### src/verilog/mouse_cfg.svh
`ifndef MOUSE_CFG_SVH
`define MOUSE_CFG_SVH

// host clock-low hold before a send, 100 us at 50 MHz
`define MOUSE_INHIBIT_CYCLES 5000

// queue depths
`define MOUSE_CMD_DEPTH 4
`define MOUSE_PKT_DEPTH 4

// stream enable, sent once after reset
`define MOUSE_INIT_CMD 8'hf4

`endif

### src/verilog/mouse_pkg.sv
package mouse_pkg;

  // three-byte movement packet, first byte in the top bits
  typedef struct packed {
    logic       y_ovf;
    logic       x_ovf;
    logic       y_sign;
    logic       x_sign;
    logic       sync;    // always one in a good first byte
    logic       btn_m;
    logic       btn_r;
    logic       btn_l;
    logic [7:0] dx;
    logic [7:0] dy;
  } mouse_packet_t;

  // status word, pkt_avail at bit 0
  typedef struct packed {
    logic tx_error;   // sticky, no device ack
    logic overflow;   // sticky, packet dropped
    logic perr;       // sticky, rx parity
    logic ack_seen;   // sticky, 0xfa received
    logic tx_busy;
    logic cmd_full;
    logic pkt_avail;
  } mouse_status_t;

  typedef enum logic {
    addr_status = 1'b0,  // rd status, wr clear + command
    addr_packet = 1'b1   // rd and pop packet
  } mouse_addr_e;

endpackage

### src/verilog/ps2_pkg.sv
package ps2_pkg;

  // one frame payload
  typedef logic [7:0] ps2_byte_t;

  // received frame, data valid only with the strobe
  typedef struct packed {
    ps2_byte_t data;
    logic      valid;  // one-cycle strobe
    logic      perr;   // odd parity failed
  } ps2_rx_t;

  // synchronised line state
  typedef struct packed {
    logic clk;   // clock level
    logic data;  // data level, aligned with fall
    logic fall;  // one cycle per falling clock edge
  } ps2_line_t;

endpackage

### src/verilog/mouse_packet_asm.sv
`timescale 1ns/1ps

module mouse_packet_asm import ps2_pkg::*, mouse_pkg::*; (
  input  logic          MOUSE_CLOCK,
  input  logic          mouse_reset_n,
  input  ps2_rx_t       rx,
  output logic          push,
  output mouse_packet_t packet,
  output logic          ack_seen
);

  logic [1:0] pos;  // byte position in the packet
  ps2_byte_t  byte0;
  ps2_byte_t  byte1;

  always_ff @(posedge MOUSE_CLOCK or negedge mouse_reset_n) begin
    if (!mouse_reset_n) begin
      pos      <= '0;
      push     <= 1'b0;
      ack_seen <= 1'b0;
    end else begin
      push     <= 1'b0;
      ack_seen <= 1'b0;
      if (rx.valid) begin
        if (rx.perr) pos <= '0;  // realign
        else if (pos == 2'd0) begin
          if (rx.data == 8'hfa) ack_seen <= 1'b1;
          else if (rx.data[3]) pos <= 2'd1;  // else resync, drop it
        end else if (pos == 2'd1) pos <= 2'd2;
        else begin
          pos  <= '0;
          push <= 1'b1;
        end
      end
    end
  end

  always_ff @(posedge MOUSE_CLOCK) begin
    if (rx.valid && !rx.perr) begin
      if (pos == 2'd0) byte0 <= rx.data;
      if (pos == 2'd1) byte1 <= rx.data;
      if (pos == 2'd2) packet <= mouse_packet_t'({byte0, byte1, rx.data});
    end
  end

endmodule

### config.mk
export PLATFORM = sky130hd
export DESIGN_NAME = mouse_packet_asm
export DESIGN_NICKNAME = d
export VERILOG_FILES = /design/src/verilog/mouse_cfg.svh /design/src/verilog/mouse_pkg.sv /design/src/verilog/ps2_pkg.sv /design/src/verilog/mouse_packet_asm.sv
export SDC_FILE = /design/constraint.sdc
export NUM_CORES = 1
export LEC_CHECK = 0
export ABC_CLOCK_PERIOD_IN_PS = 2100
export BUFFER_PORTS_ARGS = -buffer_cell sky130_fd_sc_hd__clkbuf_2
export CAP_MARGIN = 20
export CORE_MARGIN = 1.5
export CORE_UTILIZATION = 42
export DETAILED_ROUTE_END_ITERATION = 7
export HOLD_SLACK_MARGIN = 0.06
export PLACE_DENSITY = 0.68
export SLEW_MARGIN = 10
export SYNTH_ARGS = -nofsm -noshare
export SYNTH_HDL_FRONTEND = slang
export SYNTH_SLANG_ARGS = --single-unit
export TNS_END_PERCENT = 30
### constraint.sdc
create_clock -name MOUSE_CLOCK -period 2.1 [get_ports MOUSE_CLOCK]
set_input_delay 0.21 -clock MOUSE_CLOCK [delete_from_list [all_inputs] [get_ports MOUSE_CLOCK]]
set_output_delay 0.21 -clock MOUSE_CLOCK [all_outputs]
set_load 0.03 [all_outputs]
Yosys cells after proc, flatten, opt, wreduce, memory -nomap -nowiden
Index checks and enable logic that the tools add are counted.
Widths: inputs -> output; s select.
{ "word_totals": {"elab_cells": 40, "out_inout_bits": 26, "in_bits": 12, "ff_bits": 44} }
{ "classes": {"n_eq_ne": 5, "n_reduce_logical": 7, "n_mux": 13} }
{ "ops": {"columns": ["cell", "n"], "rows": [
  ["$mux 2", 5],
  ["$eq 8x8->1 const B", 1],
  ["$mux 1", 8],
  ["$ne 3x3->1 const B", 2],
  ["$reduce_and 2->1", 3],
  ["$reduce_and 3->1", 1],
  ["$eq 2x1->1 const B", 1],
  ["$eq 2x2->1 const B", 1],
  ["$logic_not 2->1", 1],
  ["$logic_and 1x1->1", 1],
  ["$logic_not 1->1", 1]
]} }

Longest topological paths before layout
{ "depth": {"ltp_word": 5, "mapped_depth": 3, "depth_no_buf": 3} }

Worst setup path before layout
OpenSTA, ideal clock, no wires.
{ "synth_path": {"path_type": "register -> register", "from": "reg pos[1]", "to": "reg packet[0] (netlist name), enable pin", "path_slack_ps": 515, "synth_period_minus_slack_ps": 1585, "stages_incl_launch_ff": 3, "n_path_buf": 0, "t_arrival_ps": 1205, "path_cell_list": "dfrtp_1 > nor3b_2 > and2b_1"} }
{ "synth_via": {"elab_chain_len": 2} }
{ "synth_lines": {"columns": ["element", "line_no", "source"], "rows": [
  ["from (decl)", "mouse_packet_asm.sv:12", "logic [1:0] pos;"],
  ["from (signal assigned)", "mouse_packet_asm.sv:18", "pos <= '0;"],
  ["from (signal assigned)", "mouse_packet_asm.sv:25", "if (rx.perr) pos <= '0;"],
  ["from (signal assigned)", "mouse_packet_asm.sv:28", "else if (rx.data[3]) pos <= 2'd1;"],
  ["$eq 2x2->1", "mouse_packet_asm.sv:42", "if (pos == 2'd2) packet <= mouse_packet_t'({byte0, byte1, rx.data});"],
  ["$reduce_and 2->1 (no line)", null, null],
  ["to (signal assigned)", "mouse_packet_asm.sv:42", null],
  ["to (decl)", "mouse_packet_asm.sv:8", "output mouse_packet_t packet,"]
]} }
No other way between the ends.
A chain may end at the register's enable or synchronous reset.

Final worst setup path
{ "layout_path": {"from": "reg pos[1]", "to": "reg packet[8] (netlist name), enable pin"} }
The elaborated chain is that of the path after synthesis.

==> impl_metrics.tcl <==
set metrics [dict create \
    status "completed" \
    ys_types 13 \
    synth_simple_gate_area_share_pct 6.21 \
    cts_setup_buffers 0 \
    fin_worst_skew_ns 0.00662 \
    hp-class "in2reg" \
    leakage_nw 0.685 \
    n_antenna_cell 0 \
    yosys.area_share.xor_xnor_pct 0 \
    syn_area_um2 1410 \
    setup-tns-final_ns 0 \
    synth_top_family_by_area "simple AND/OR/NAND/NOR gates" \
    fin_crit_sh_pct 76.9 \
    start_util_pct 45.1 \
    power_density_nw_per_um2 928 \
    synth_nets 67 \
    hold_viol 0 \
    wl_per_cell_um 13.3 \
    num_vias 669 \
    insertion_delay_ns 0.34 \
    fp.dieW_um 60.9 \
    numCtsBuffers 5 \
    yosys_warnings 0 \
    fin_total_pwr_w 0.00165 \
    drtPass1Iterations 4 \
    port_buffers 37 \
    place.gp.congestion 0.706 \
    critPathRequiredTime_ns 2.14 \
    viasPerCell 4.58 \
    setup_viol 0 \
    slew_headroom_pct 55.5 \
    irDropWorstVdd_mv 0.454 \
    root_buffer "clkbuf_4" \
    drive_gt1_share_pct 49.0 \
    cts_htree_levels 2 \
    syn_area_per_cell_um2 25.6 \
    final_cell_mix "edfxtp_1 (40), clkbuf_2 (37), clkbuf_4 (5)" \
    hpwlAfterDp_um 1420 \
    cp-start-kind "flip-flop" \
    final_common_cell "edfxtp_1" \
    antenna_found_initial 0 \
    drc 0 \
    post_cts_resized 0 \
    dr.first_iter.drc_count 13 \
    clkSlewWorstSetupHoldPaths_ns 0.11 \
    grt_pass1_wl_um 2830 \
    seq_area_frac_synth_pct 92.3 \
    grt_usage_pct 12.0 \
    synthCells 55 \
    grt_overflow_total 0 \
    clock_sinks 44 \
    synthMuxAreaShare_pct 0 \
    grt_max_degree 18 \
    post-route-min-period_ns 1.61 \
    drv_cap 0 \
    arrival_ns 1.66 \
    postRouteAntennaNets 0 \
    fmax_ghz 0.619 \
    clk_path_buf_depth 2 \
    dieArea_um2 3710 \
    synthAdderAreaFrac_pct 0 \
    synth-compound-area-share_pct 1.24 \
    rsz0062_at_grt "no" \
    maxSlewViolCount 0 \
    worst_pin_slew_ns 0.663 \
    yosys_register_bits 44 \
    die_h_um 60.9 \
    synthToLayoutAreaGrowth_pct 25.7 \
    worstSetupPathType "reg2reg" \
    wl_um 1950 \
    nets 114 \
    grt_pass1_vias 619 \
    critPathMaxFanout 17 \
    io_pins 38 \
    end_kind "flip-flop" \
    cts_tree "yes" \
    coreArea_um2 3130 \
    row_count 20 \
]
## logic make-up after synthesis
logic type / after synthesis
DFF: 44
AOI/OAI and AO/OA: 2
and+or+nand+nor: 8
buffers and inverters: 1
## report_power, final
| part | total, W | switching (W) | internal (W) | leakage (nW) |
|---|---|---|---|---|
| sequential | 0.000985 | 0.00000875 | 0.000976 | 0.418 |
| combinational | 0.0000586 | 0.0000378 | 0.0000208 | 0.216 |
| clock | 0.000602 | 0.000237 | 0.000364 | 0.0513 |
| total | 0.00165 | 0.000284 | 0.00136 | 0.685 |
## path summary, 6_finish.rpt
path                               start    endpoint  slack, ns  depth (start not counted)
max                               pos[1]   packet[8]       0.49                          3
min                                rx[9]   packet[7]       0.08                          1
max reg2reg                       pos[1]   packet[8]       0.49                          3
min reg2reg                     byte1[6]  packet[14]       0.43                          0
max in group asynchronous  mouse_reset_n        push       1.78                          2
min in group asynchronous  mouse_reset_n      pos[0]       0.19                          2
## area by class of cell
cell class                      count  area (um^2)
Sequential cell                    44         1300
Inverter                            1         3.75
Multi-Input combinational cell     10          105
Tap cell                           44         55.1
Fill cell                         253         1360
Timing Repair Buffer               40          210
Clock inverter                      2         60.1
Clock buffer                        5         37.5
## what timing repair did
action / in CTS / in global routing
hold buffers: 1 / 0
hold endpoints to repair: 4 / 0
endpoints found under the setup margin: 0 / 0
## worst max-delay path, cell delays in order, from the launching register on
cell	delay, ns
dfrtp_1	0.46
nor3b_2	0.22
and2b_1	0.33
buf_4	0.31
## layer usage
layer / share of wire (%) / track usage [%]
met5: 0 / 0
met3: 5.1 / 5.76
met2: 51 / 18.1
met1: 41 / 13.7
met4: 2.6 / 7.45
## registers in the layout (all words and copies together), names as in the netlist
name	count
packet	24
byte0	8
byte1	8
push	1
ack_seen	1
pos	2
## synthesized netlist by cell type
| cell type | count | share of area [%] |
|---|---|---|
| and4_1 | 1 | 0.62 |
| a21o_1 | 1 | 0.53 |
| nor4_4 | 1 | 1.5 |
| dfrtp_1 | 4 | 7.1 |
| and4bb_1 | 1 | 0.89 |
| nor4b_2 | 1 | 1.1 |
| nand2_1 | 1 | 0.27 |
| a32o_1 | 1 | 0.71 |
| edfxtp_1 | 40 | 85 |
| and2b_1 | 1 | 0.53 |
| and3_1 | 1 | 0.44 |
| inv_2 | 1 | 0.27 |
| nor3b_2 | 1 | 0.89 |
## through the flow
stage	cells	util, %	cell area (um^2)	worst slack [ns]	hold WS (ns)
after floorplan	55	-	1410	0.515	-0.0856
after global placement	138	53.2	1670	0.538	0.0214
after detailed placement	138	53.2	1670	0.491	0.0252
after CTS	146	56.7	1770	0.466	0.0705
after global routing	146	56.7	1770	0.372	0.0617
final	146	56.7	1770	0.485	0.0826
(Power assumes the default switching activity.)
