## src/verilog/mouse_cfg.svh

```systemverilog
`ifndef MOUSE_CFG_SVH
`define MOUSE_CFG_SVH

// host clock-low hold before a send, 100 us at 50 MHz
`define MOUSE_INHIBIT_CYCLES 5000

// queue depths
`define MOUSE_CMD_DEPTH 4
`define MOUSE_PKT_DEPTH 4

// stream enable, sent once after reset
`define MOUSE_INIT_CMD 8'hf4

`endif

```

## src/verilog/ps2_pkg.sv

```systemverilog
package ps2_pkg;

  // one frame payload
  typedef logic [7:0] ps2_byte_t;

  // received frame, data valid only with the strobe
  typedef struct packed {
    ps2_byte_t data;
    logic      valid;  // one-cycle strobe
    logic      perr;   // odd parity failed
  } ps2_rx_t;

  // synchronised line state
  typedef struct packed {
    logic clk;   // clock level
    logic data;  // data level, aligned with fall
    logic fall;  // one cycle per falling clock edge
  } ps2_line_t;

endpackage

```

## src/verilog/ps2_tx_frame.sv

```systemverilog
`timescale 1ns/1ps
`include "mouse_cfg.svh"

module ps2_tx_frame import ps2_pkg::*; (
  input  logic      MOUSE_CLOCK,
  input  logic      mouse_reset_n,
  input  ps2_line_t line,
  input  ps2_byte_t cmd,
  input  logic      cmd_ready,
  output logic      cmd_pop,
  output logic      clk_low_en,
  output logic      data_low_en,
  output logic      busy,
  output logic      done,
  output logic      error
);

  localparam int inhibit_cycles = `MOUSE_INHIBIT_CYCLES;
  localparam int hold_w = $clog2(inhibit_cycles);

  typedef enum logic [1:0] {st_idle, st_inhibit, st_send, st_release} tx_state_e;

  tx_state_e         state;
  logic              init_pend;
  logic [hold_w-1:0] hold_cnt;
  logic [3:0]        bit_cnt;
  logic [9:0]        shreg;      // parity, data, start; stop shifts in
  ps2_byte_t         next_byte;

  assign next_byte   = init_pend ? `MOUSE_INIT_CMD : cmd;
  assign cmd_pop     = (state == st_idle) && !init_pend && cmd_ready;
  assign clk_low_en  = (state == st_inhibit);
  assign data_low_en = (state == st_send) && !shreg[0];
  assign busy        = (state != st_idle);

  // ~~~~~~~~~~~~~~~~~~~~~~~~~~~~~~~~~~~~~~~~~~~~~~~~~~~~~~~~~~~~~~~~~~~
  // inhibit, start bit, 8 data, parity, stop, then the device ack
  // ~~~~~~~~~~~~~~~~~~~~~~~~~~~~~~~~~~~~~~~~~~~~~~~~~~~~~~~~~~~~~~~~~~~
  always_ff @(posedge MOUSE_CLOCK or negedge mouse_reset_n) begin
    if (!mouse_reset_n) begin
      state     <= st_idle;
      init_pend <= 1'b1;
      hold_cnt  <= '0;
      bit_cnt   <= '0;
      shreg     <= '1;
      done      <= 1'b0;
      error     <= 1'b0;
    end else begin
      done  <= 1'b0;
      error <= 1'b0;
      case (state)
        st_idle: if (init_pend || cmd_ready) begin
          init_pend <= 1'b0;
          shreg     <= {~^next_byte, next_byte, 1'b0};  // odd parity
          hold_cnt  <= hold_w'(inhibit_cycles - 1);
          bit_cnt   <= '0;
          state     <= st_inhibit;
        end
        st_inhibit: begin
          if (hold_cnt == '0) state <= st_send;
          else hold_cnt <= hold_cnt - 1'b1;
        end
        st_send: if (line.fall) begin
          if (bit_cnt == 4'd10) begin  // ack bit
            done  <= !line.data;
            error <= line.data;
            state <= st_release;
          end else begin
            shreg   <= {1'b1, shreg[9:1]};
            bit_cnt <= bit_cnt + 4'd1;
          end
        end
        st_release: if (line.clk && line.data) state <= st_idle;  // device lets go
        default: state <= st_idle;
      endcase
    end
  end

endmodule

```

## config.mk

```make
export PLATFORM = sky130hd
export DESIGN_NAME = ps2_tx_frame
export DESIGN_NICKNAME = d
export VERILOG_FILES = /design/src/verilog/ps2_pkg.sv /design/src/verilog/ps2_tx_frame.sv
export VERILOG_INCLUDE_DIRS = /design/src /design/src/verilog
export SDC_FILE = /design/constraint.sdc
export NUM_CORES = 1
export LEC_CHECK = 0
export BUFFER_PORTS_ARGS = -buffer_cell sky130_fd_sc_hd__buf_4
export CORE_ASPECT_RATIO = 0.7
export CORE_MARGIN = 3
export CORE_UTILIZATION = 50
export CTS_CLUSTER_SIZE = 30
export DETAILED_ROUTE_END_ITERATION = 12
export GPL_TIMING_DRIVEN = 0
export PLACE_DENSITY_LB_ADDON = 0.2
export SLEW_MARGIN = 5
export SYNTH_ARGS = -nofsm -noshare
export SYNTH_HDL_FRONTEND = slang
export SYNTH_SLANG_ARGS = --single-unit
```

## constraint.sdc

```tcl
create_clock -name MOUSE_CLOCK -period 4.8 [get_ports MOUSE_CLOCK]
set_input_delay 0.96 -clock MOUSE_CLOCK [delete_from_list [all_inputs] [get_ports MOUSE_CLOCK]]
set_output_delay 0.96 -clock MOUSE_CLOCK [all_outputs]
set_load 0.01 [all_outputs]
```

# ---- Word-level counts from Yosys, hierarchy flattened
# Cells that the tools add are included.
dict set report word_totals {
  register_bits 32
  input_bits 14
  out_inout_bits 6
  elab_cells 62
}
dict set report classes {
  addsub 2
  n_eq_ne 11
  n_mux 24
  reduce_logical 18
}
# operator n
set op_table {}
lappend op_table {{$mux 10} 3}
lappend op_table {{$mux 13} 2}
lappend op_table {{$pmux 13 s2} 1}
lappend op_table {{$pmux 10 s2} 1}
lappend op_table {{$logic_not 13->1} 1}
lappend op_table {{$sub 13x1->13 const B} 1}
lappend op_table {{$mux 4} 3}
lappend op_table {{$mux 2} 5}
lappend op_table {{$mux 8} 1}
lappend op_table {{$ne 2x2->1 const B} 4}
lappend op_table {{$pmux 2 s4} 1}
lappend op_table {{$pmux 4 s2} 1}
lappend op_table {{$reduce_xnor 8->1} 1}
lappend op_table {{$mux 1} 6}
lappend op_table {{$ne 2x1->1 const B} 3}
lappend op_table {{$reduce_bool 2->1} 3}
lappend op_table {{$reduce_and 5->1} 1}
lappend op_table {{$add 4x1->4 const B} 1}
lappend op_table {{$eq 2x2->1 const B} 2}
lappend op_table {{$eq 4x4->1 const B} 1}
lappend op_table {{$logic_and 1x1->1} 4}
lappend op_table {{$reduce_and 4->1} 1}
lappend op_table {{$logic_not 1->1} 3}
lappend op_table {{$reduce_and 3->1} 1}
lappend op_table {{4 further kinds} 4}

# ---- Longest topological paths before layout
dict set report depth {
  depth_word 4
  ltp_mapped 8
  depth_no_buf 6
}

# ---- Least setup slack after synthesis
# Ideal clock, no wire load.
dict set report synth_path {
  path_type {in2reg}
  startpoint {in cmd_ready}
  endpoint {reg hold_cnt[9]}
  setup_time_ns 0.070
  arrival_ns 2.173
  required_time_ns 4.730
  path_slack_ns 2.558
  path_stages 5
  path_buffers 1
  path_cell_list {nor3b_2 or4b_1 buf_2 or4_1 nand3_1}
}
dict set report synth_between {
  elab_chain_len 3
}
# item line_no
set synth_lines {}
lappend synth_lines {{from (decl)} ps2_tx_frame.sv:9} ;# input logic cmd_ready,
lappend synth_lines {{$logic_or 1x1->1} ps2_tx_frame.sv:52} ;# st_idle: if (init_pend || cmd_ready) begin
lappend synth_lines {{$ne 2x1->1 (no line)} n/a}
lappend synth_lines {{$reduce_and 3->1 (no line)} n/a}
lappend synth_lines {{to (signal assigned)} ps2_tx_frame.sv:55} ;# hold_cnt <= hold_w'(inhibit_cycles - 1);
lappend synth_lines {{to (signal assigned)} ps2_tx_frame.sv:61} ;# else hold_cnt <= hold_cnt - 1'b1;
lappend synth_lines {{to (decl)} ps2_tx_frame.sv:25} ;# logic [hold_w-1:0] hold_cnt;
# No other way between the ends.
# A chain may end at the register's enable or synchronous reset.

# ---- Worst setup path in the final report
dict set report layout_path {
  startpoint {reg state[0]}
  endpoint {out data_low_en}
}
dict set report layout_between {
  elab_chain_len 2
}
# item line_no
set layout_lines {}
lappend layout_lines {{from (decl)} ps2_tx_frame.sv:23} ;# tx_state_e state;
lappend layout_lines {{from (signal assigned)} ps2_tx_frame.sv:41} ;# state <= st_idle;
lappend layout_lines {{from (signal assigned)} ps2_tx_frame.sv:57} ;# state <= st_inhibit;
lappend layout_lines {{from (signal assigned)} ps2_tx_frame.sv:60} ;# if (hold_cnt == '0) state <= st_send;
lappend layout_lines {{$eq 2x2->1} ps2_tx_frame.sv:33} ;# assign data_low_en = (state == st_send) && !shreg[0];
lappend layout_lines {{$logic_and 1x1->1} ps2_tx_frame.sv:33}
lappend layout_lines {{to (decl)} ps2_tx_frame.sv:12} ;# output logic data_low_en,
# No other way between the ends.

==> flow_metrics.tcl <==
set metrics [dict create \
    synth_edf_count 0 \
    wl_per_cell_um 15.7 \
    holdBufCountCts 0 \
    rows 17 \
    syn_to_final_growth_pct 17.9 \
    drt_iter0_markers 150 \
    postCtsSetupRepairBufs 0 \
    clock_skew_ns 0.00528 \
    ctsResizeCount 0 \
    grt_antenna_before_repair 0 \
    postSynthCellCount 193 \
    grt_max_degree 33 \
    worst_path_largest_cell_delay_ns 0.40 \
    h-tree-depth 2 \
    die_area_um2 4440 \
    synth_top_area_share_pct 28.7 \
    ys_seq_elements 32 \
    cpMostUsedCell "inv_1" \
    leakage_nw 0.909 \
    period_needed_ns 2.80 \
    clkPwrFrac_pct 48.5 \
    criticalPathCategory "reg -> out" \
    slowest_stage "dfrtp_1" \
    tightest_slew_ns 0.594 \
    routed_via_density 5.93 \
    p_int_mw 0.468 \
    fin_util_pct 65.1 \
    power_density_nw_per_um2 269 \
    cts_made_buffers 5 \
    max_slew_margin_pct 60.1 \
    clkTransAtPathRegs_ns 0.07 \
    start_util_pct 55.2 \
    die_h_um 56.6 \
    slew_viol_final 0 \
    routabilityCongestion 0.839 \
    maxCapViolations 0 \
    tritoncts "yes" \
    hold_class "reg -> reg" \
    clock-sinks 32 \
    setup_viol 0 \
    wirelength_mm 4.18 \
    swShare_pct 19.4 \
    start_kind "flop" \
    crit_chain "inv_1, ha_1, clkbuf_1, inv_1, nor2_1, buf_4" \
    io_pins 20 \
    postPlaceCellArea_um2 2030 \
    drive_gt1_share_pct 21.4 \
    die_w_um 78.3 \
    stdcell_area_um2 2160 \
    drtPass1Iterations 5 \
    route.antenna.remaining_nets 0 \
    layout.nets 241 \
    power_frac_seq_pct 46.6 \
    num_vias 1582 \
    synth_area_um2 1830 \
    finalHoldViolCount 0 \
    netSwitchingPower_mw 0.112 \
    core_um2 3320 \
    grt_usage_pct 21.0 \
    ys_warn_count 0 \
    hpwlAfterDp_mm 3.18 \
    root_buffer "clkbuf_8" \
    io_buffers 19 \
    status "complete, no violations" \
    grt_pass1_wl_mm 7.20 \
    required_ns 3.84 \
    grt_pass1_vias 1507 \
    ys.flop_type "dfrtp_1" \
    fmax_mhz 357 \
    end_kind "output pin" \
    setup_tns_ns 0 \
    clock_latency_ns 0.28 \
    yosys.cell_types.count 44 \
    crit_fanout 10 \
    gr-total-overflow 0 \
    arrival_ns 1.84 \
    grt_setup_unrepaired "no" \
    seq_area_frac_synth_pct 44.5 \
    avgSynthCellArea_um2 9.49 \
    drc_errors 0 \
    diodes 0 \
    synth-async-reset-ratio_pct 100 \
    synth.area.top_cells "dfrtp_1, dfstp_2, ha_1, nand2_1, o21ai_1" \
    p_comb_share_pct 4.9 \
    synth.largest_area_cell "dfrtp_1" \
    ir_drop_mv 0.177 \
    clockBufferDepth 2 \
    period_share_pct 58.4 \
    syn_nets 215 \
]
-- per-stage QoR --
stage | power (mW) | std cells | setup slack [ns] | hold slack (ns)
after floorplan | 0.286 | 193 | 2.56 | 0.443
after global placement | 0.303 | 259 | 2.20 | 0.452
after detailed placement | 0.303 | 259 | 2.18 | 0.462
after CTS | 0.585 | 267 | 2.01 | 0.468
after global routing | 0.601 | 267 | 1.85 | 0.499
final | 0.580 | 267 | 2.00 | 0.469
-- kinds of logic after synthesis --
kind of cell               count (synthesis)  synth area share (%)
and+or+nand+nor                           74                  23.9
AOI/OAI and AO/OA                         48                  16.1
DFF                                       32                  44.5
buffers and inverters                     19                  3.96
adders and majority gates                  8                  5.46
xor gates and xnor gates                   7                  3.35
muxes                                      5                  2.80
-- flip-flops by register name, summed over array words and instances, names as in the netlist --
name / count
error: 1
hold_cnt: 13
state: 2
shreg: 10
init_pend: 1
done: 1
bit_cnt: 4
-- path summary, 6_finish.rpt --
kind / end / slack [ns] / from / depth (start not counted)
worst min-delay path: shreg[8] / 0.47 / shreg[8] / 2
max in group asynchronous: shreg[4] / 3.87 / mouse_reset_n / 1
worst max register to register: shreg[1] / 2.29 / state[0] / 8
worst max-delay path: data_low_en / 2.00 / state[0] / 6
worst min register to register: shreg[8] / 0.47 / shreg[8] / 2
min in group asynchronous: hold_cnt[8] / 0.60 / mouse_reset_n / 1
-- cell usage in the layout, fill, tap and decap left out, types with 2 or more instances in the layout --
master / count
dfrtp_1: 21
or4_1: 6
o21ai_0: 9
ha_1: 8
xnor2_1: 6
or2_2: 3
inv_1: 12
nand4_1: 3
clkbuf_1: 6
o31ai_1: 5
or3_1: 5
a22oi_1: 3
o21ai_1: 11
nor4_2: 2
buf_4: 19
clkbuf_8: 7
nor2_1: 12
nand3_1: 6
nand2_1: 15
a211o_1: 2
and3_1: 2
a21oi_1: 8
or4b_1: 2
o22ai_1: 4
nand2b_1: 4
mux2i_1: 4
nor2b_1: 4
dfstp_2: 11
a41o_1: 2
-- per-layer routing --
metal | wire, um | vias to the layer above | part of all wire [%] | GRT usage [%]
li1 | - | 745 | - | -
met1 | 2000 | 749 | 48 | 32.0
met2 | 1760 | 78 | 42 | 28.4
met3 | 348 | 10 | 8.3 | 5.61
met4 | 69 | 0 | 1.7 | 7.23
met5 | 0 | - | 0 | 0
-- power by group through the flow --
stage	sequential (mW)	clock (mW)	combinational, mW
6_report	0.270	0.281	0.0284
5_1_grt	0.270	0.300	0.0313
4_1_cts	0.270	0.286	0.0287
3_5_place_dp	0.275	0	0.0287
3_3_place_gp	0.275	0	0.0283
2_1_floorplan	0.275	0	0.0115
-- synth_stat cells (3+ instances only) --
master / n
dfrtp_1: 21
dfstp_2: 11
ha_1: 8
a21oi_1: 8
or4_1: 6
o31ai_1: 5
inv_1: 12
nand2_1: 15
clkbuf_1: 6
nor2_1: 12
o21ai_0: 9
or3_1: 5
nand4_1: 3
a22oi_1: 3
mux2i_1: 4
o22ai_1: 4
or2_2: 3
o21ai_1: 11
nand3_1: 6
xnor2_1: 6
nand2b_1: 4
nor2b_1: 4
-- critical path: cells and delay by family (launching register included) --
kind,cells,cell delay (ns)
buffers and inverters,4,0.80
DFF,1,0.40
and+or+nand+nor,1,0.14
adders and majority gates,1,0.23
-- cell type report --
cell class / count / area [um^2]
Fill cell: 269 / 1160
Inverter: 12 / 45.0
Multi-Input combinational cell: 142 / 945
Timing Repair Buffer: 19 / 143
Buffer: 7 / 27.5
Tap cell: 47 / 58.8
Clock buffer: 7 / 96.3
Sequential cell: 32 / 815
Clock inverter: 1 / 30.0
No activity file was read; power rests on OpenSTA's default activity.
