<file path="src/verilog/mouse_cfg.svh">
`ifndef MOUSE_CFG_SVH
`define MOUSE_CFG_SVH

// host clock-low hold before a send, 100 us at 50 MHz
`define MOUSE_INHIBIT_CYCLES 5000

// queue depths
`define MOUSE_CMD_DEPTH 4
`define MOUSE_PKT_DEPTH 4

// stream enable, sent once after reset
`define MOUSE_INIT_CMD 8'hf4

`endif

</file>
<file path="src/verilog/ps2_pkg.sv">
package ps2_pkg;

  // one frame payload
  typedef logic [7:0] ps2_byte_t;

  // received frame, data valid only with the strobe
  typedef struct packed {
    ps2_byte_t data;
    logic      valid;  // one-cycle strobe
    logic      perr;   // odd parity failed
  } ps2_rx_t;

  // synchronised line state
  typedef struct packed {
    logic clk;   // clock level
    logic data;  // data level, aligned with fall
    logic fall;  // one cycle per falling clock edge
  } ps2_line_t;

endpackage

</file>
<file path="src/verilog/ps2_rx_frame.sv">
`timescale 1ns/1ps

module ps2_rx_frame import ps2_pkg::*; (
  input  logic      MOUSE_CLOCK,
  input  logic      mouse_reset_n,
  input  ps2_line_t line,
  input  logic      hold,
  output ps2_rx_t   rx
);

  logic [3:0] bit_cnt;  // 0 waits for start, 10 is the stop bit
  ps2_byte_t  shreg;
  logic       par_bit;
  logic       rx_valid;
  logic       rx_perr;

  always_ff @(posedge MOUSE_CLOCK or negedge mouse_reset_n) begin
    if (!mouse_reset_n) begin
      bit_cnt  <= '0;
      rx_valid <= 1'b0;
      rx_perr  <= 1'b0;
    end else begin
      rx_valid <= 1'b0;
      if (hold) begin
        bit_cnt <= '0;  // host owns the line
      end else if (line.fall) begin
        case (bit_cnt)
          4'd0: if (!line.data) bit_cnt <= 4'd1;
          4'd10: begin
            bit_cnt <= '0;
            if (line.data) begin  // bad stop drops the frame
              rx_valid <= 1'b1;
              rx_perr  <= ~^{shreg, par_bit};
            end
          end
          default: bit_cnt <= bit_cnt + 4'd1;
        endcase
      end
    end
  end

  // data and parity bits
  always_ff @(posedge MOUSE_CLOCK) begin
    if (!hold && line.fall) begin
      if (bit_cnt == 4'd9) begin
        par_bit <= line.data;
      end else if (bit_cnt != 4'd0 && bit_cnt != 4'd10) begin
        shreg <= {line.data, shreg[7:1]};  // lsb first
      end
    end
  end

  assign rx = '{data: shreg, valid: rx_valid, perr: rx_perr};

endmodule

</file>
<file path="config.mk">
export PLATFORM = sky130hd
export DESIGN_NAME = ps2_rx_frame
export DESIGN_NICKNAME = d
export VERILOG_FILES = /design/src/verilog/mouse_cfg.svh /design/src/verilog/ps2_pkg.sv /design/src/verilog/ps2_rx_frame.sv
export SDC_FILE = /design/constraint.sdc
export NUM_CORES = 1
export LEC_CHECK = 0
export BUFFER_PORTS_ARGS = -buffer_cell sky130_fd_sc_hd__buf_2
export CORE_MARGIN = 2
export CORE_UTILIZATION = 50
export CTS_CLUSTER_DIAMETER = 200
export CTS_CLUSTER_SIZE = 25
export DETAILED_ROUTE_END_ITERATION = 10
export GPL_ROUTABILITY_DRIVEN = 0
export PLACE_DENSITY = 0.8
export SKIP_LAST_GASP = 1
export SLEW_MARGIN = 5
export SYNTH_ARGS = -nofsm -noshare
export SYNTH_HDL_FRONTEND = slang
export SYNTH_SLANG_ARGS = --single-unit
</file>
<file path="constraint.sdc">
create_clock -name MOUSE_CLOCK -period 4.6 [get_ports MOUSE_CLOCK]
set_input_delay 0.69 -clock MOUSE_CLOCK [delete_from_list [all_inputs] [get_ports MOUSE_CLOCK]]
set_output_delay 0.69 -clock MOUSE_CLOCK [all_outputs]
set_load 0.01 [all_outputs]
</file>
**After elaboration in Yosys (flattened, before gate mapping)**

Cells that the tools add are included.

- Word-level logic and storage cells: 31
- Register bits: 15
- Output and inout port bits: 10

- $add $sub $neg: 1
- Equal/unequal tests: 4
- Multiplexer cells: 8
- Reduce and logical (&&, ||, !) cells: 11
- Bitwise gates (word level): 2

Operators by type and width:

| kind | count |
|---|---|
| 4-bit 2-to-1 mux | 3 |
| 9-bit XNOR reduction | 1 |
| 4-bit == test, second input constant | 2 |
| 4-bit case mux with 2 select lines | 1 |
| 4-bit by 1-bit adder with 4-bit output, second input constant | 1 |
| 4-bit zero test | 1 |
| 1-bit 2-to-1 mux | 4 |
| 4-bit inequality test, second input constant | 1 |
| 2-bit AND reduction | 2 |
| 4-bit AND reduction | 1 |
| 4-bit nonzero test | 1 |
| 3-bit inequality test, second input constant | 1 |
| 3-bit AND reduction | 1 |
| 1-bit logical AND | 2 |
| 1-bit NOT | 2 |
| 2-bit nonzero test | 1 |
| 1-bit zero test | 1 |

**Depth between registers and ports, before layout**

Gate-level depths: netlist (run 1).

- Depth in word-level cells: 4
- Depth in mapped cells: 6
- Depth with buffers taken out: 6

**Least setup slack after synthesis (run 1)**

Ideal clock, no wire load.

- Path kind: flip-flop to flip-flop
- From: reg bit_cnt[0]
- To: reg shreg[0] (enable)
- Data arrival time: 1660 ps
- Buffers on the path: 0
- Cell stages (with the launch flop): 6
- Required time: 4215 ps
- Path slack: 2555 ps
- Library setup time: 385 ps
- Clock period less this slack: 2045 ps
- Path through: dfrtp_1 -> inv_1 -> ha_1 -> mux2i_1 -> a21oi_1 -> nor3b_1

- Cells in the longest elaborated chain, start to end: 3
- Elaborated cells on any way between the ends: 6
- Those cells by class: eq/ne: 2; bitwise: 1; reduce/logical: 3

Ends and longest elaborated chain:

| what | RTL line | RTL |
|---|---|---|
| start: declaration | ps2_rx_frame.sv:11 | `logic [3:0] bit_cnt;` |
| start signal: assignment | ps2_rx_frame.sv:36 | `default: bit_cnt <= bit_cnt + 4'd1;` |
| 4-bit inequality test (tied with other cells) | ps2_rx_frame.sv:47 | `end else if (bit_cnt != 4'd0 && bit_cnt != 4'd10) begin` |
| 1-bit logical AND / 1-bit NOT (equally long branches) | - |  |
| 3-bit AND reduction (no source line) (*) | - |  |
| end signal: assignment | ps2_rx_frame.sv:48 | `shreg <= {line.data, shreg[7:1]};` |
| end: declaration | ps2_rx_frame.sv:12 | `ps2_byte_t shreg;` |

Mark *: on every way between the ends. The rest lies on a longest branch, timed or not.
A chain may end at the register's enable or synchronous reset.

**Worst setup path after layout (run 1)**

Ends and elaborated chain as after synthesis.

==> results.json, run 1 <==
{
  "fp.dieH_um": 43.7,
  "area_growth_syn_to_layout_pct": 11.3,
  "clock_skew_ns": 0.00129,
  "num_io_pins": 16,
  "path_cells": "inv_1 -> ha_1 -> mux2i_1 -> a21oi_1 -> nor3b_1",
  "mostFrequentLayoutCells": "buf_2, edfxtp_1, nand2_1, dfrtp_1, ha_1",
  "power.density_nw_per_um2": 278,
  "cp.required_ns": 4.50,
  "clkTransAtPathRegs_ns": 0.08,
  "ff2ff_path_depth": 5,
  "cts_setup_buffers": 0,
  "crit_type": "reg2reg",
  "critPathLaunchType": "register",
  "grt.busiest_layer": "met2",
  "viasPerCell": 5.47,
  "final_nets": 86,
  "yosysSeqAreaShare": 0.534,
  "timing.final.crit_share": 0.539,
  "maxCapViolations": 0,
  "holdWs_ns": 0.213,
  "drc": 0,
  "worst_pin_slew_ns": 1.11,
  "htreeDepth": 1,
  "rows": 14,
  "grt_pass1_vias": 454,
  "hp-class": "in2async",
  "fin_crit_ns": 2.48,
  "final_common_cell": "buf_2",
  "grt_max_degree": 11,
  "finalSetupTns_ns": 0,
  "cp_max_fo": 8,
  "use_met2": 0.221,
  "dp_hpwl_um": 912,
  "fmax_ghz": 0.403,
  "crit_slowest_cell": "nor3b_1",
  "ys_ff_latch": 15,
  "syn_area_um2": 787,
  "clock_path_buffers": 2,
  "cts_resized": 0,
  "avgSynthCellArea_um2": 12.9,
  "end_kind": "register",
  "layout-drive-gt1-share": 0.280,
  "synth_cells": 61,
  "cts_tree": "yes",
  "ys_warn_count": 0,
  "synthDistinctLibCells": 27,
  "grt_use_met1": 0.188,
  "vias": 498,
  "die_area_um2": 1910,
  "timing.slew.headroom": 0.260,
  "cts_hold_buffers": 0,
  "core_area_um2": 1490,
  "rsz0062_at_grt": "false",
  "cts_buffers": 3,
  "initial_core_util": 0.529,
  "drt_first_iter_violations": 6,
  "grt_pass1_wl_um": 1960,
  "slew_violations": 0,
  "grt-ovfl-total": 0,
  "grt.total_usage": 0.146,
  "worst_ep_arrival_time_ns": 2.38,
  "ant_nets": 0,
  "cts.sinks": 15,
  "synth_nets": 71,
  "worstSkewPairLatency_ns": 0.28,
  "wl_per_cell_um": 14.1,
  "max_stage_delay_ns": 0.90,
  "cts-root-buf": "clkbuf_4",
  "setup_viol": 0,
  "first_pass_iters": 4,
  "max-vdd-ir-drop_mv": 0.148,
  "antenna_found_initial": 0,
  "fin_util": 0.588,
  "port_buffers": 14,
  "p_leak_nw": 0.367,
  "final_hold_viol_count": 0,
  "die_x_um": 43.7,
  "use_met3": 0.0125,
  "diodes": 0,
  "wl_um": 1280,
  "status": "completed"
}
synth_stat cells:
cell / count / area share
dfrtp_1: 6 / 0.19
edfxtp_1: 9 / 0.34
xnor2_4: 1 / 0.035
and3_1: 1 / 0.0080
a21oi_1: 3 / 0.019
buf_4: 3 / 0.029
o21ai_0: 3 / 0.019
a221oi_1: 1 / 0.011
ha_1: 4 / 0.064
nor4b_1: 1 / 0.011
nand2_1: 6 / 0.029
xnor2_1: 3 / 0.033
a21boi_0: 1 / 0.0095
and2_1: 1 / 0.0080
o21ai_1: 2 / 0.013
nor3b_1: 1 / 0.0095
inv_1: 2 / 0.0095
buf_2: 1 / 0.0064
and4bb_2: 1 / 0.016
mux2i_1: 1 / 0.013
xor2_1: 2 / 0.022
nor2_1: 2 / 0.0095
mux2_4: 1 / 0.019
xnor3_1: 1 / 0.029
nand4bb_1: 1 / 0.014
mux2_2: 1 / 0.014
nor2b_1: 2 / 0.016
routing by layer:
metal / part of all wire / vias to the layer above
met1: 0.44 / 241
met5: 0 / -
met4: 0.024 / 0
met2: 0.50 / 12
li1: - / 241
met3: 0.029 / 4
flip-flops by register name, summed over array words and instances (netlist names):
signal / count
rx_valid: 1
rx_perr: 1
shreg: 8
bit_cnt: 4
par_bit: 1
stage by stage:
stage / instance area, um2 / worst slack (ns) / cells / total power [mW]
after floorplan: 787 / 2.55 / 61 / 0.165
after global placement: 850 / 2.18 / 87 / 0.173
after detailed placement: 850 / 2.11 / 87 / 0.174
after CTS: 876 / 2.10 / 91 / 0.248
after global routing: 876 / 1.95 / 91 / 0.256
final: 876 / 2.12 / 91 / 0.244
cell families after synthesis:
group,after synthesis,share of synthesized area
xor gates and xnor gates,7,0.119
adders and majority gates,4,0.0636
buffers and inverters,6,0.0445
muxes,3,0.0461
and+or+nand+nor,16,0.121
AOI/OAI and AO/OA,10,0.0715
DFF,15,0.534
worst max-delay path: cells and delay by family (launching register included):
family / cells / cell delay [ns]
compound gates: 1 / 0.12
fa+ha+maj: 1 / 0.25
buf+inv: 1 / 0.12
flops: 1 / 0.42
mux: 1 / 0.30
simple gates: 1 / 0.90
final timing paths:
| kind | startpoint | to | slack [ns] |
|---|---|---|---|
| min in group MOUSE_CLOCK | shreg[4] | shreg[3] | 0.49 |
| hold / removal | mouse_reset_n | bit_cnt[0] | 0.21 |
| setup / recovery | bit_cnt[0] | shreg[0] | 2.12 |
| hold reg to reg | shreg[4] | shreg[3] | 0.49 |
| setup reg to reg | bit_cnt[0] | shreg[0] | 2.12 |
| max in group asynchronous | mouse_reset_n | rx_valid | 4.25 |
cell type report:
type,count,area (um2)
multi-input cells,40,332
clock buffers,4,26.3
repair buffers,14,70.1
well taps,16,20.0
fillers,124,613
inverters,2,7.51
flip-flops and latches,15,420
power breakdown:
part	internal, mW	switching [mW]	leakage, nW
sequential	0.145	0.00268	0.164
clock	0.0337	0.0390	0.0150
combinational	0.0107	0.0124	0.187
No activity file was read; power rests on OpenSTA's default activity.
==> run 2, diff against run 1 <==
clock period = 2.35 ns   (was 4.6 ns; I/O delays follow)
==> results.json, run 2 (synthesis results as in run 1) <==
{
  "final_hold_viol_count": 0,
  "cts.sinks": 15,
  "crit_type": "reg2reg",
  "drc": 0,
  "p_comb_frac": 0.097,
  "maxCapViolations": 0,
  "fmax_ghz": 0.541,
  "die_x_um": 43.7,
  "layout-drive-gt1-share": 0.286,
  "p_leak_nw": 0.376,
  "crit_slowest_cell": "dfrtp_1",
  "p_sw_uw": 104,
  "num_io_pins": 16,
  "wl_per_cell_um": 13.0,
  "worst_pin_slew_ns": 0.367,
  "largest_register_ffs": 8,
  "slew_violations": 0,
  "path_cells": "inv_1 -> ha_1 -> mux2i_1 -> a21oi_1 -> nor3b_1 -> buf_4",
  "clock_skew_ns": 0.000548,
  "rows": 14,
  "setup_ws_ns": 0.502,
  "port_buffers": 14,
  "diodes": 0,
  "area_growth_syn_to_layout_pct": 13.5,
  "grt-ovfl-total": 0,
  "timing.slew.headroom": 0.754,
  "top_regs": "shreg (8), bit_cnt (4)",
  "cp.required_ns": 2.34,
  "crit_family": "flip-flops",
  "grt_pass1_vias": 476,
  "die_area_um2": 1910,
  "grt.total_usage": 0.150,
  "regMostFlops": "shreg",
  "mostFrequentLayoutCells": "buf_2, edfxtp_1, nand2_1, dfrtp_1, ha_1",
  "worst_ep_arrival_time_ns": 1.84,
  "wl_um": 1210,
  "grt_pass1_wl_um": 2010,
  "fin_crit_ns": 1.85,
  "status": "completed",
  "htreeDepth": 1,
  "dp_hpwl_um": 952,
  "power.density_nw_per_um2": 533,
  "cp_max_fo": 8,
  "vias": 491,
  "core_area_um2": 1490,
  "ff2ff_path_depth": 6,
  "fillCellCount": 118,
  "dp_worst_setup_slack_ns": 0.495,
  "final_common_cell": "buf_2",
  "fp.dieH_um": 43.7,
  "internal-power_uw": 373,
  "clkTransAtPathRegs_ns": 0.08,
  "finalSetupTns_ns": 0,
  "timing.final.crit_share": 0.786,
  "rsz0062_at_grt": "false",
  "worstSkewPairLatency_ns": 0.27,
  "cts_resized": 0,
  "holdWs_ns": 0.298,
  "first_pass_iters": 2,
  "critPathLaunchType": "register",
  "path_depth": 6,
  "antenna_found_initial": 0,
  "switching_share": 0.217,
  "hp-class": "in2reg",
  "grt_max_degree": 11,
  "cts-root-buf": "clkbuf_4",
  "clock_path_buffers": 2,
  "p_clk_frac": 0.295,
  "max_stage_delay_ns": 0.41,
  "power_frac_seq": 0.608,
  "setup_viol": 0,
  "viasPerCell": 5.28,
  "hold_depth": 2,
  "end_kind": "register",
  "worst-path-buf-inv": 2,
  "initial_core_util": 0.529,
  "cts_tree": "yes",
  "drt_first_iter_violations": 3,
  "cts_buffers": 3,
  "max-vdd-ir-drop_mv": 0.318,
  "ant_nets": 0,
  "final_nets": 88
}
==> run 2: worst paths after layout <==
path / endpoint / slack [ns] / from
setup / recovery: shreg[3] / 0.50 / bit_cnt[0]
hold / removal: bit_cnt[1] / 0.30 / hold
min in group asynchronous: bit_cnt[1] / 0.42 / mouse_reset_n
max in group asynchronous: bit_cnt[3] / 1.79 / mouse_reset_n
hold reg to reg: shreg[1] / 0.50 / shreg[2]
setup reg to reg: shreg[3] / 0.50 / bit_cnt[0]
==> run 2: layout make-up <==
class,instances,area [um2],share of cell area
clock buffers,4,26.3,0.0294
inverters,2,7.51,0.00840
multi-input cells,40,332,0.371
flip-flops and latches,15,420,0.471
well taps,16,20.0,0.0224
repair buffers,16,87.6,0.0980
==> run 2: power groups by stage <==
| stage | sequential (mW) | combinational, mW | clock, mW |
|---|---|---|---|
| 3_5_place_dp | 0.295 | 0.0459 | 0 |
| 6_report | 0.289 | 0.0463 | 0.141 |
| 3_3_place_gp | 0.295 | 0.0446 | 0 |
| 2_1_floorplan | 0.296 | 0.0272 | 0 |
| 5_1_grt | 0.290 | 0.0514 | 0.160 |
| 4_1_cts | 0.289 | 0.0473 | 0.146 |
==> run 2: layer usage <==
metal	vias up	part of all wire	GRT usage
met1	235	0.45	0.189
met4	0	0.032	0.127
met2	10	0.49	0.232
li1	242	-	-
met3	4	0.026	0.0125
met5	-	0	0
==> run 2: repair_timing <==
action	4_1_cts	5_1_grt
hold buffers	1	0
endpoints found under the hold margin	6	0
setup buffers	0	0
==> run 2: metrics by stage <==
step	util	area, um2	power (mW)	std cells
after floorplan	-	787	0.323	61
after global placement	0.576	857	0.340	88
after detailed placement	0.576	857	0.341	88
after CTS	0.600	893	0.483	93
after global routing	0.600	893	0.502	93
final	0.600	893	0.476	93
