### src/verilog/mouse_cfg.svh
`ifndef MOUSE_CFG_SVH
`define MOUSE_CFG_SVH

// host clock-low hold before a send, 100 us at 50 MHz
`define MOUSE_INHIBIT_CYCLES 5000

// queue depths
`define MOUSE_CMD_DEPTH 4
`define MOUSE_PKT_DEPTH 4

// stream enable, sent once after reset
`define MOUSE_INIT_CMD 8'hf4

`endif

### src/verilog/mouse_pkg.sv
package mouse_pkg;

  // three-byte movement packet, first byte in the top bits
  typedef struct packed {
    logic       y_ovf;
    logic       x_ovf;
    logic       y_sign;
    logic       x_sign;
    logic       sync;    // always one in a good first byte
    logic       btn_m;
    logic       btn_r;
    logic       btn_l;
    logic [7:0] dx;
    logic [7:0] dy;
  } mouse_packet_t;

  // status word, pkt_avail at bit 0
  typedef struct packed {
    logic tx_error;   // sticky, no device ack
    logic overflow;   // sticky, packet dropped
    logic perr;       // sticky, rx parity
    logic ack_seen;   // sticky, 0xfa received
    logic tx_busy;
    logic cmd_full;
    logic pkt_avail;
  } mouse_status_t;

  typedef enum logic {
    addr_status = 1'b0,  // rd status, wr clear + command
    addr_packet = 1'b1   // rd and pop packet
  } mouse_addr_e;

endpackage

### src/verilog/ps2_pkg.sv
package ps2_pkg;

  // one frame payload
  typedef logic [7:0] ps2_byte_t;

  // received frame, data valid only with the strobe
  typedef struct packed {
    ps2_byte_t data;
    logic      valid;  // one-cycle strobe
    logic      perr;   // odd parity failed
  } ps2_rx_t;

  // synchronised line state
  typedef struct packed {
    logic clk;   // clock level
    logic data;  // data level, aligned with fall
    logic fall;  // one cycle per falling clock edge
  } ps2_line_t;

endpackage

### src/verilog/mouse_regs.sv
`timescale 1ns/1ps

module mouse_regs import ps2_pkg::*, mouse_pkg::*; (
  input  logic          MOUSE_CLOCK,
  input  logic          mouse_reset_n,
  input  logic          io_cs,
  input  logic          wr,
  input  mouse_addr_e   addr,
  input  ps2_byte_t     wdata,
  output logic [31:0]   rdata,
  output logic          irq,
  output logic          cmd_push,
  output ps2_byte_t     cmd_data,
  input  logic          cmd_full,
  input  logic          pkt_empty,
  input  mouse_packet_t pkt_head,
  output logic          pkt_pop,
  input  logic          pkt_drop,
  input  logic          ack_seen,
  input  logic          rx_perr,
  input  logic          tx_busy,
  input  logic          tx_error
);

  mouse_status_t status;
  logic          st_ack;
  logic          st_perr;
  logic          st_ovf;
  logic          st_txerr;
  logic          rd_strobe;
  logic          wr_status;

  assign rd_strobe = io_cs && !wr;
  assign wr_status = io_cs && wr && (addr == addr_status);
  assign pkt_pop   = rd_strobe && (addr == addr_packet) && !pkt_empty;
  assign irq       = !pkt_empty;

  assign status = '{tx_error: st_txerr, overflow: st_ovf, perr: st_perr,
                    ack_seen: st_ack, tx_busy: tx_busy, cmd_full: cmd_full,
                    pkt_avail: !pkt_empty};

  // ~~~~~~~~~~~~~~~~~~~~~~~~~~~~~~~~~~~~~~~~~~~~~~~~~~~~~~~~~~~~~~~~~~~
  // sticky bits, a new event in the clearing cycle still lands
  // ~~~~~~~~~~~~~~~~~~~~~~~~~~~~~~~~~~~~~~~~~~~~~~~~~~~~~~~~~~~~~~~~~~~
  always_ff @(posedge MOUSE_CLOCK or negedge mouse_reset_n) begin
    if (!mouse_reset_n) begin
      st_ack   <= 1'b0;
      st_perr  <= 1'b0;
      st_ovf   <= 1'b0;
      st_txerr <= 1'b0;
      cmd_push <= 1'b0;
      rdata    <= '0;
    end else begin
      cmd_push <= wr_status && !cmd_full;  // full queue ignores the write
      st_ack   <= (st_ack && !wr_status) || ack_seen;
      st_perr  <= (st_perr && !wr_status) || rx_perr;
      st_ovf   <= (st_ovf && !wr_status) || pkt_drop;
      st_txerr <= (st_txerr && !wr_status) || tx_error;
      if (rd_strobe) begin
        if (addr == addr_status) rdata <= 32'(status);
        else rdata <= pkt_empty ? 32'd0 : 32'(pkt_head);
      end
    end
  end

  always_ff @(posedge MOUSE_CLOCK) begin
    if (wr_status) cmd_data <= wdata;
  end

endmodule

### config.mk
export PLATFORM = sky130hd
export DESIGN_NAME = mouse_regs
export DESIGN_NICKNAME = d
export VERILOG_FILES = /design/src/verilog/mouse_cfg.svh /design/src/verilog/mouse_pkg.sv /design/src/verilog/ps2_pkg.sv /design/src/verilog/mouse_regs.sv
export SDC_FILE = /design/constraint.sdc
export NUM_CORES = 1
export LEC_CHECK = 0
export BUFFER_PORTS_ARGS = -buffer_cell sky130_fd_sc_hd__buf_2
export CAP_MARGIN = 20
export CORE_MARGIN = 8
export CORE_UTILIZATION = 42
export DETAILED_ROUTE_END_ITERATION = 12
export PLACE_DENSITY = 0.87
export SLEW_MARGIN = 25
export SYNTH_ARGS = -nofsm -noshare
export SYNTH_HDL_FRONTEND = slang
export SYNTH_SLANG_ARGS = --single-unit
### constraint.sdc
create_clock -name MOUSE_CLOCK -period 1.12 [get_ports MOUSE_CLOCK]
set_clock_uncertainty 0.05 [all_clocks]
set_input_delay 0.112 -clock MOUSE_CLOCK [delete_from_list [all_inputs] [get_ports MOUSE_CLOCK]]
set_output_delay 0.112 -clock MOUSE_CLOCK [all_outputs]
set_load 0.005 [all_outputs]
# Word-level counts from Yosys, hierarchy flattened
# Cells that the tools add are included.
[word_totals] out_inout_bits=43 register_bits=45 input_bits=44
[classes] n_mux=2 bitwise_logic=1 n_reduce_logical=18
[op_table] operator="24-bit 2-to-1 mux" count=2
[op_table] operator="1-bit logical AND" count=10
[op_table] operator="1-bit zero test" count=4
[op_table] operator="1-bit logical OR" count=4
[op_table] operator="1-bit NOT" count=1

# Depth between registers and ports, before layout
# Gate-level depths: netlist of run 1.
[logic_depth] depth_word=5 mapped_depth=5 mapped_depth_nobuf=3

# Worst setup path after synthesis of run 1
# OpenSTA, ideal clock, no wires.
[synth_path] path_type="input to register" start="in wr" end="reg rdata[17]" slack_ns=0.120 stages=5 required_ns=1.005 arrival_ns=0.885 cell_sequence="nand2b_4 > buf_6 > nor3_4 > buf_6 > a22o_1"
[synth_between] elab_chain_len=2
[synth_lines] item="start: declaration" line="mouse_regs.sv:7" text="input logic wr,"
[synth_lines] item="1-bit zero test" line="mouse_regs.sv:33" text="assign rd_strobe = io_cs && !wr;"
[synth_lines] item="1-bit logical AND" line="mouse_regs.sv:33"
[synth_lines] item="end signal: assignment" line="mouse_regs.sv:60" text="if (addr == addr_status) rdata <= 32'(status);"
[synth_lines] item="end signal: assignment" line="mouse_regs.sv:61" text="else rdata <= pkt_empty ? 32'd0 : 32'(pkt_head);"
[synth_lines] item="end: declaration" line="mouse_regs.sv:10" text="output logic [31:0] rdata,"
# Every way passes these cells.
# A chain may end at the register's enable or synchronous reset.

# Worst setup path in the final report of run 1
[layout_path] start="reg cmd_data[3]" end="out cmd_data[3]"
[layout_lines] item="start: declaration" line="mouse_regs.sv:13" text="output ps2_byte_t cmd_data,"
[layout_lines] item="start signal: assignment" line="mouse_regs.sv:67" text="if (wr_status) cmd_data <= wdata;"
# No word-level cell between the ends.

==> results of run 1 <==
## path summary, 6_finish.rpt
path | slack (ps) | endpoint | startpoint | cells past startpoint
min in group asynchronous | 160 | rdata[19] | mouse_reset_n | 2
max in group asynchronous | 450 | st_ovf | mouse_reset_n | 3
setup reg to reg | 120 | rdata[3] | st_ack | 2
hold reg to reg | 460 | rdata[21] | rdata[21] | 1
hold / removal | 9 | rdata[6] | pkt_head[6] | 3
setup / recovery | 50 | cmd_data[3] | cmd_data[3] | 1
## sequential cells by signal (all words and copies together) (netlist names)
register  flops
st_txerr      1
rdata        24
st_ack        1
cmd_data      8
st_perr       1
cmd_push      1
st_ovf        1
## through the flow
stage | utilization | total power (W) | hold slack (ps) | cell area, um^2
6_report | 0.700 | 0.00273 | 8.97 | 2300
5_1_grt | 0.700 | 0.00286 | 18.3 | 2300
4_1_cts | 0.700 | 0.00270 | 7.84 | 2300
3_5_place_dp | 0.574 | 0.00195 | -34.5 | 1890
3_3_place_gp | 0.574 | 0.00193 | -44.2 | 1890
2_1_floorplan | - | 0.00171 | -234 | 1440
## power breakdown
group,internal [W],total [W],switching [W],leakage [nW]
Combinational,0.000287,0.000508,0.000221,0.700
Sequential,0.00148,0.00154,0.0000563,0.434
Clock,0.000240,0.000686,0.000446,0.0320
## logic make-up (layout without fill, tap and decap cells)
kind of cell / Yosys count / in the layout / share of synthesized area
other: 1 / 8 / 0.00265
buffers and inverters: 15 / 132 / 0.0734
AND/OR/NAND/NOR: 19 / 19 / 0.0707
AO/OA/AOI/OAI: 29 / 29 / 0.171
flip-flops: 37 / 37 / 0.683
## layer usage
layer,vias to the layer above,global-route usage,part of all wire
li1,599,-,-
met1,649,0.201,0.36
met2,91,0.314,0.49
met3,17,0.0633,0.12
met4,0,0.0843,0.026
met5,-,0,0
## cell type report
class                   count  area [um^2]  area share
well taps                  46         57.6      0.0250
multi-input cells          56          372       0.162
clock buffers               6         41.3      0.0180
flip-flops and latches     37          966       0.420
repair buffers            121          841       0.366
inverters                   3         11.3     0.00490
clock inverters             2         10.0     0.00435
## cell usage in the layout (no fill, tap or decap), drive strengths merged
cell type    count
inv              3
a21o             4
clkinv           2
o21ai            2
nand2b           1
nor3             1
dfrtp           29
nand3            1
nor2b            2
clkbuf           6
edfxtp           8
nor2            13
a221oi           6
a22o            17
buf             85
dlygate4sd3     36
nand2            1
conb             8
==> impl_metrics.env, run 1 <==
export IMPL_ys_warn_count=0
export IMPL_syn_avg_cell_area_um2=14.0
export IMPL_synth_edf_count=8
export IMPL_slew_violations=0
export IMPL_hpwl_mm=2.85
export IMPL_vias=1356
export IMPL_grt_pass1_vias=1458
export IMPL_die_y_um=74.0
export IMPL_initial_core_util=0.431
export IMPL_placed_cells=227
export IMPL_io_buffers=78
export IMPL_die_w_um=74.0
export IMPL_max_cap_violations=0
export IMPL_synthFlopType="dfrtp_1"
export IMPL_ios=87
export IMPL_route_detailed_wl_per_inst_um=18.5
export IMPL_leakagePower_nw=1.17
export IMPL_critPathBufInv=1
export IMPL_syn_inst=101
export IMPL_hold_path_class="input pin to flip-flop"
export IMPL_antenna_left=0
export IMPL_fmax_ghz=0.931
export IMPL_dp_slack_ps=45.9
export IMPL_synth_area_um2=1420
export IMPL_core_area_um2=3280
export IMPL_yosys_area_top_type="dfrtp_1"
export IMPL_die_area_um2=5480
export IMPL_final_cells=271
export IMPL_row_count=21
export IMPL_num_antenna_cells=0
export IMPL_setup_violations=0
export IMPL_grt_usage=0.185
export IMPL_path_clk_slew_ps=120
export IMPL_yosys_top_cells_count="dfrtp_1 (29), a22o_1 (17), nor2_1 (13), buf_4 (8), edfxtp_1 (8)"
export IMPL_synth_top_area_frac=0.513
export IMPL_worstPathCellList="buf_2"
export IMPL_htree_num_levels=2
export IMPL_postCtsHoldBufs=36
export IMPL_cts_tree="done"
export IMPL_numCtsBuffers=5
export IMPL_arrival_ps=910
export IMPL_drt_total_wl_mm=5.03
export IMPL_yosysSeqAreaShare=0.683
export IMPL_vias_per_cell=5.00
export IMPL_drt_pass1_iter_count=5
export IMPL_synthDistinctLibCells=18
export IMPL_ys_async_sr_fraction=0.784
export IMPL_rsz0062_at_grt="false"
export IMPL_overflow=0
export IMPL_synthTopCellsByArea="dfrtp_1 (51%), edfxtp_1 (17%), a22o_1 (11%)"
export IMPL_yosysMostFrequentCell="dfrtp_1"
export IMPL_gp_congestion=0.784
export IMPL_end_kind="output pin"
export IMPL_max_stage_delay_ps=420
export IMPL_cp_max_fo=1
export IMPL_antenna_found_initial=0
export IMPL_period_minus_slack_ps=1070
export IMPL_drtIter0Drc=123
export IMPL_required_ps=960
export IMPL_crit_type="flip-flop to output pin"
export IMPL_worst_slack_ps=45.7
export IMPL_peakVddDrop_mv=0.711
export IMPL_drive_gt1_frac=0.422
export IMPL_cts_sinks=37
export IMPL_cpLargestDelayFamily="flip-flops"
export IMPL_fill_cells=217
export IMPL_critical_path_startpoint_type="flip-flop"
export IMPL_cts_root_buf="clkbuf_4"
export IMPL_cts_setup_buffers=0
export IMPL_final_nets=268
export IMPL_critPathSlowestCell="edfxtp_1"
export IMPL_cts_path_max_buffers=2
export IMPL_grt_max_degree=19
export IMPL_synth_seq_cells=37
export IMPL_status="complete, no violations"
export IMPL_syn_to_final_growth_pct=62.4
export IMPL_final_period_utilization=0.959
export IMPL_hold_violations=0
export IMPL_clk_latency_ps=340
export IMPL_powerDensity_nw_per_um2=1190
export IMPL_grt_pass1_wl_mm=7.53
export IMPL_drc_errors=0
export IMPL_finalSetupTns_ps=0
export IMPL_cts_resized_gates=0
(Power assumes the default switching activity.)
==> run 2: changes to the inputs <==
--- a/config.mk
+++ b/config.mk
@@ -10,7 +10,8 @@
 export CORE_MARGIN = 8
 export CORE_UTILIZATION = 42
 export DETAILED_ROUTE_END_ITERATION = 12
-export PLACE_DENSITY = 0.87
+export GPL_ROUTABILITY_DRIVEN = 0
+export PLACE_DENSITY = 0.79
 export SLEW_MARGIN = 25
 export SYNTH_ARGS = -nofsm -noshare
 export SYNTH_HDL_FRONTEND = slang
==> run 2 against run 1 <==
  * Worst hold slack better by 9.0 ps
  * Global-route usage down 1.8 points
  * Clock-buffer cell count grew 2
  * Sequential cell count unchanged
  * Setup slack lost 24 ps
  * Routed wire length fell by 5.6%
  * Combinational power shrank 2%
  * Critical path depth rose by 3
  * Largest cell class unchanged
==> impl_metrics.env, run 2 (synthesis gave the netlist of run 1 again) <==
export IMPL_grt_pass1_wl_mm=6.91
export IMPL_drt_total_wl_mm=4.74
export IMPL_ff2ff_path_depth=2
export IMPL_hpwl_mm=3.02
export IMPL_initial_core_util=0.431
export IMPL_cts_path_max_buffers=2
export IMPL_overflow=0
export IMPL_fin_util=0.692
export IMPL_slew_violations=0
export IMPL_drc_errors=0
export IMPL_end_kind="flip-flop"
export IMPL_hold_path_class="input pin to flip-flop"
export IMPL_final_nets=267
export IMPL_required_ps=1270
export IMPL_use_met3=0.0445
export IMPL_arrival_ps=1250
export IMPL_vias_per_cell=5.01
export IMPL_die_area_um2=5480
export IMPL_layout_commonest_cell="buf_2"
export IMPL_final_cells=270
export IMPL_cts_tree="done"
export IMPL_critical_path_startpoint_type="input pin"
export IMPL_drtIter0Drc=109
export IMPL_layout_common_cells="buf_2 (78), dlygate4sd3_1 (31), dfrtp_1 (29), a22o_1 (17), nor2_1 (13)"
export IMPL_top_register="rdata"
export IMPL_numCtsBuffers=5
export IMPL_drt_pass1_iter_count=4
export IMPL_powerDensity_nw_per_um2=1200
export IMPL_period_minus_slack_ps=1100
export IMPL_crit_type="input pin to flip-flop"
export IMPL_clk_latency_ps=320
export IMPL_finalSetupTns_ps=0
export IMPL_antenna_found_initial=0
export IMPL_row_count=21
export IMPL_final_period_utilization=0.981
export IMPL_placed_cells=227
export IMPL_grt_use_met2=0.291
export IMPL_core_area_um2=3280
export IMPL_setup_violations=0
export IMPL_peakVddDrop_mv=0.591
export IMPL_grt_pass1_vias=1384
export IMPL_route_detailed_wl_per_inst_um=17.6
export IMPL_grt_use_met1=0.183
export IMPL_drive_gt1_frac=0.438
export IMPL_path_clk_slew_ps=100
export IMPL_fmax_ghz=0.910
export IMPL_fill_cells=217
export IMPL_io_buffers=78
export IMPL_hold_ws_ps=17.9
export IMPL_rsz0062_at_grt="false"
export IMPL_grt_usage=0.167
export IMPL_cts_root_buf="clkbuf_4"
export IMPL_die_y_um=74.0
export IMPL_cp_max_fo=2
export IMPL_num_antenna_cells=0
export IMPL_hold_depth=3
export IMPL_grt_busiest_layer="met2"
export IMPL_htree_num_levels=2
export IMPL_antenna_left=0
export IMPL_reg_top3="rdata (24), cmd_data (8)"
export IMPL_ios=87
export IMPL_leakagePower_nw=1.16
export IMPL_max_cap_violations=0
export IMPL_die_w_um=74.0
export IMPL_vias=1353
export IMPL_grt_max_degree=21
export IMPL_largest_register_ffs=24
export IMPL_cts_sinks=37
export IMPL_hold_violations=0
export IMPL_syn_to_final_growth_pct=60.7
export IMPL_status="complete, no violations"
export IMPL_cts_resized_gates=0
==> run 2: cell type report <==
cell class | count | area (um^2) | share of cell area
flip-flops and latches | 37 | 966 | 0.425
repair buffers | 120 | 808 | 0.356
multi-input cells | 56 | 372 | 0.163
clock buffers | 8 | 58.8 | 0.0259
well taps | 46 | 57.6 | 0.0253
inverters | 3 | 11.3 | 0.00495
==> run 2: timing repair <==
| action | CTS | global route |
|---|---|---|
| setup endpoints to repair | 0 | 1 |
| hold buffers | 31 | 0 |
| endpoints found under the hold margin | 59 | 0 |
| setup buffers | 0 | 4 |
==> run 2: report_power, final <==
group | switching (W) | internal, W
sequential | 0.0000560 | 0.00148
combinational | 0.000219 | 0.000278
clock | 0.000393 | 0.000310
total | 0.000668 | 0.00207
==> run 2: critical path, stage by stage <==
cell	delay, ps
dlygate4sd3_1	540
buf_2	150
a221oi_1	330
nor2_1	110
==> run 2: per-layer routing <==
| layer | wire length, um | vias to the layer above |
|---|---|---|
| li1 | - | 596 |
| met1 | 1550 | 647 |
| met2 | 2500 | 97 |
| met3 | 567 | 13 |
| met4 | 125 | 0 |
| met5 | 0 | - |
==> run 2: through the flow <==
step | power [W] | area (um^2) | setup WS (ps)
2_1_floorplan | 0.00171 | 1440 | 120
3_3_place_gp | 0.00193 | 1870 | 70.8
3_5_place_dp | 0.00195 | 1870 | -16.3
4_1_cts | 0.00272 | 2240 | 42.8
5_1_grt | 0.00287 | 2270 | 16.0
6_report | 0.00273 | 2270 | 21.3
==> run 2: worst paths after layout <==
kind / startpoint / to / slack [ps]
setup / recovery: cmd_full / rdata[1] / 20
hold / removal: pkt_head[4] / rdata[4] / 20
setup reg to reg: st_ovf / rdata[5] / 80
hold reg to reg: st_txerr / st_txerr / 440
max in group asynchronous: mouse_reset_n / st_txerr / 320
min in group asynchronous: mouse_reset_n / rdata[18] / 180
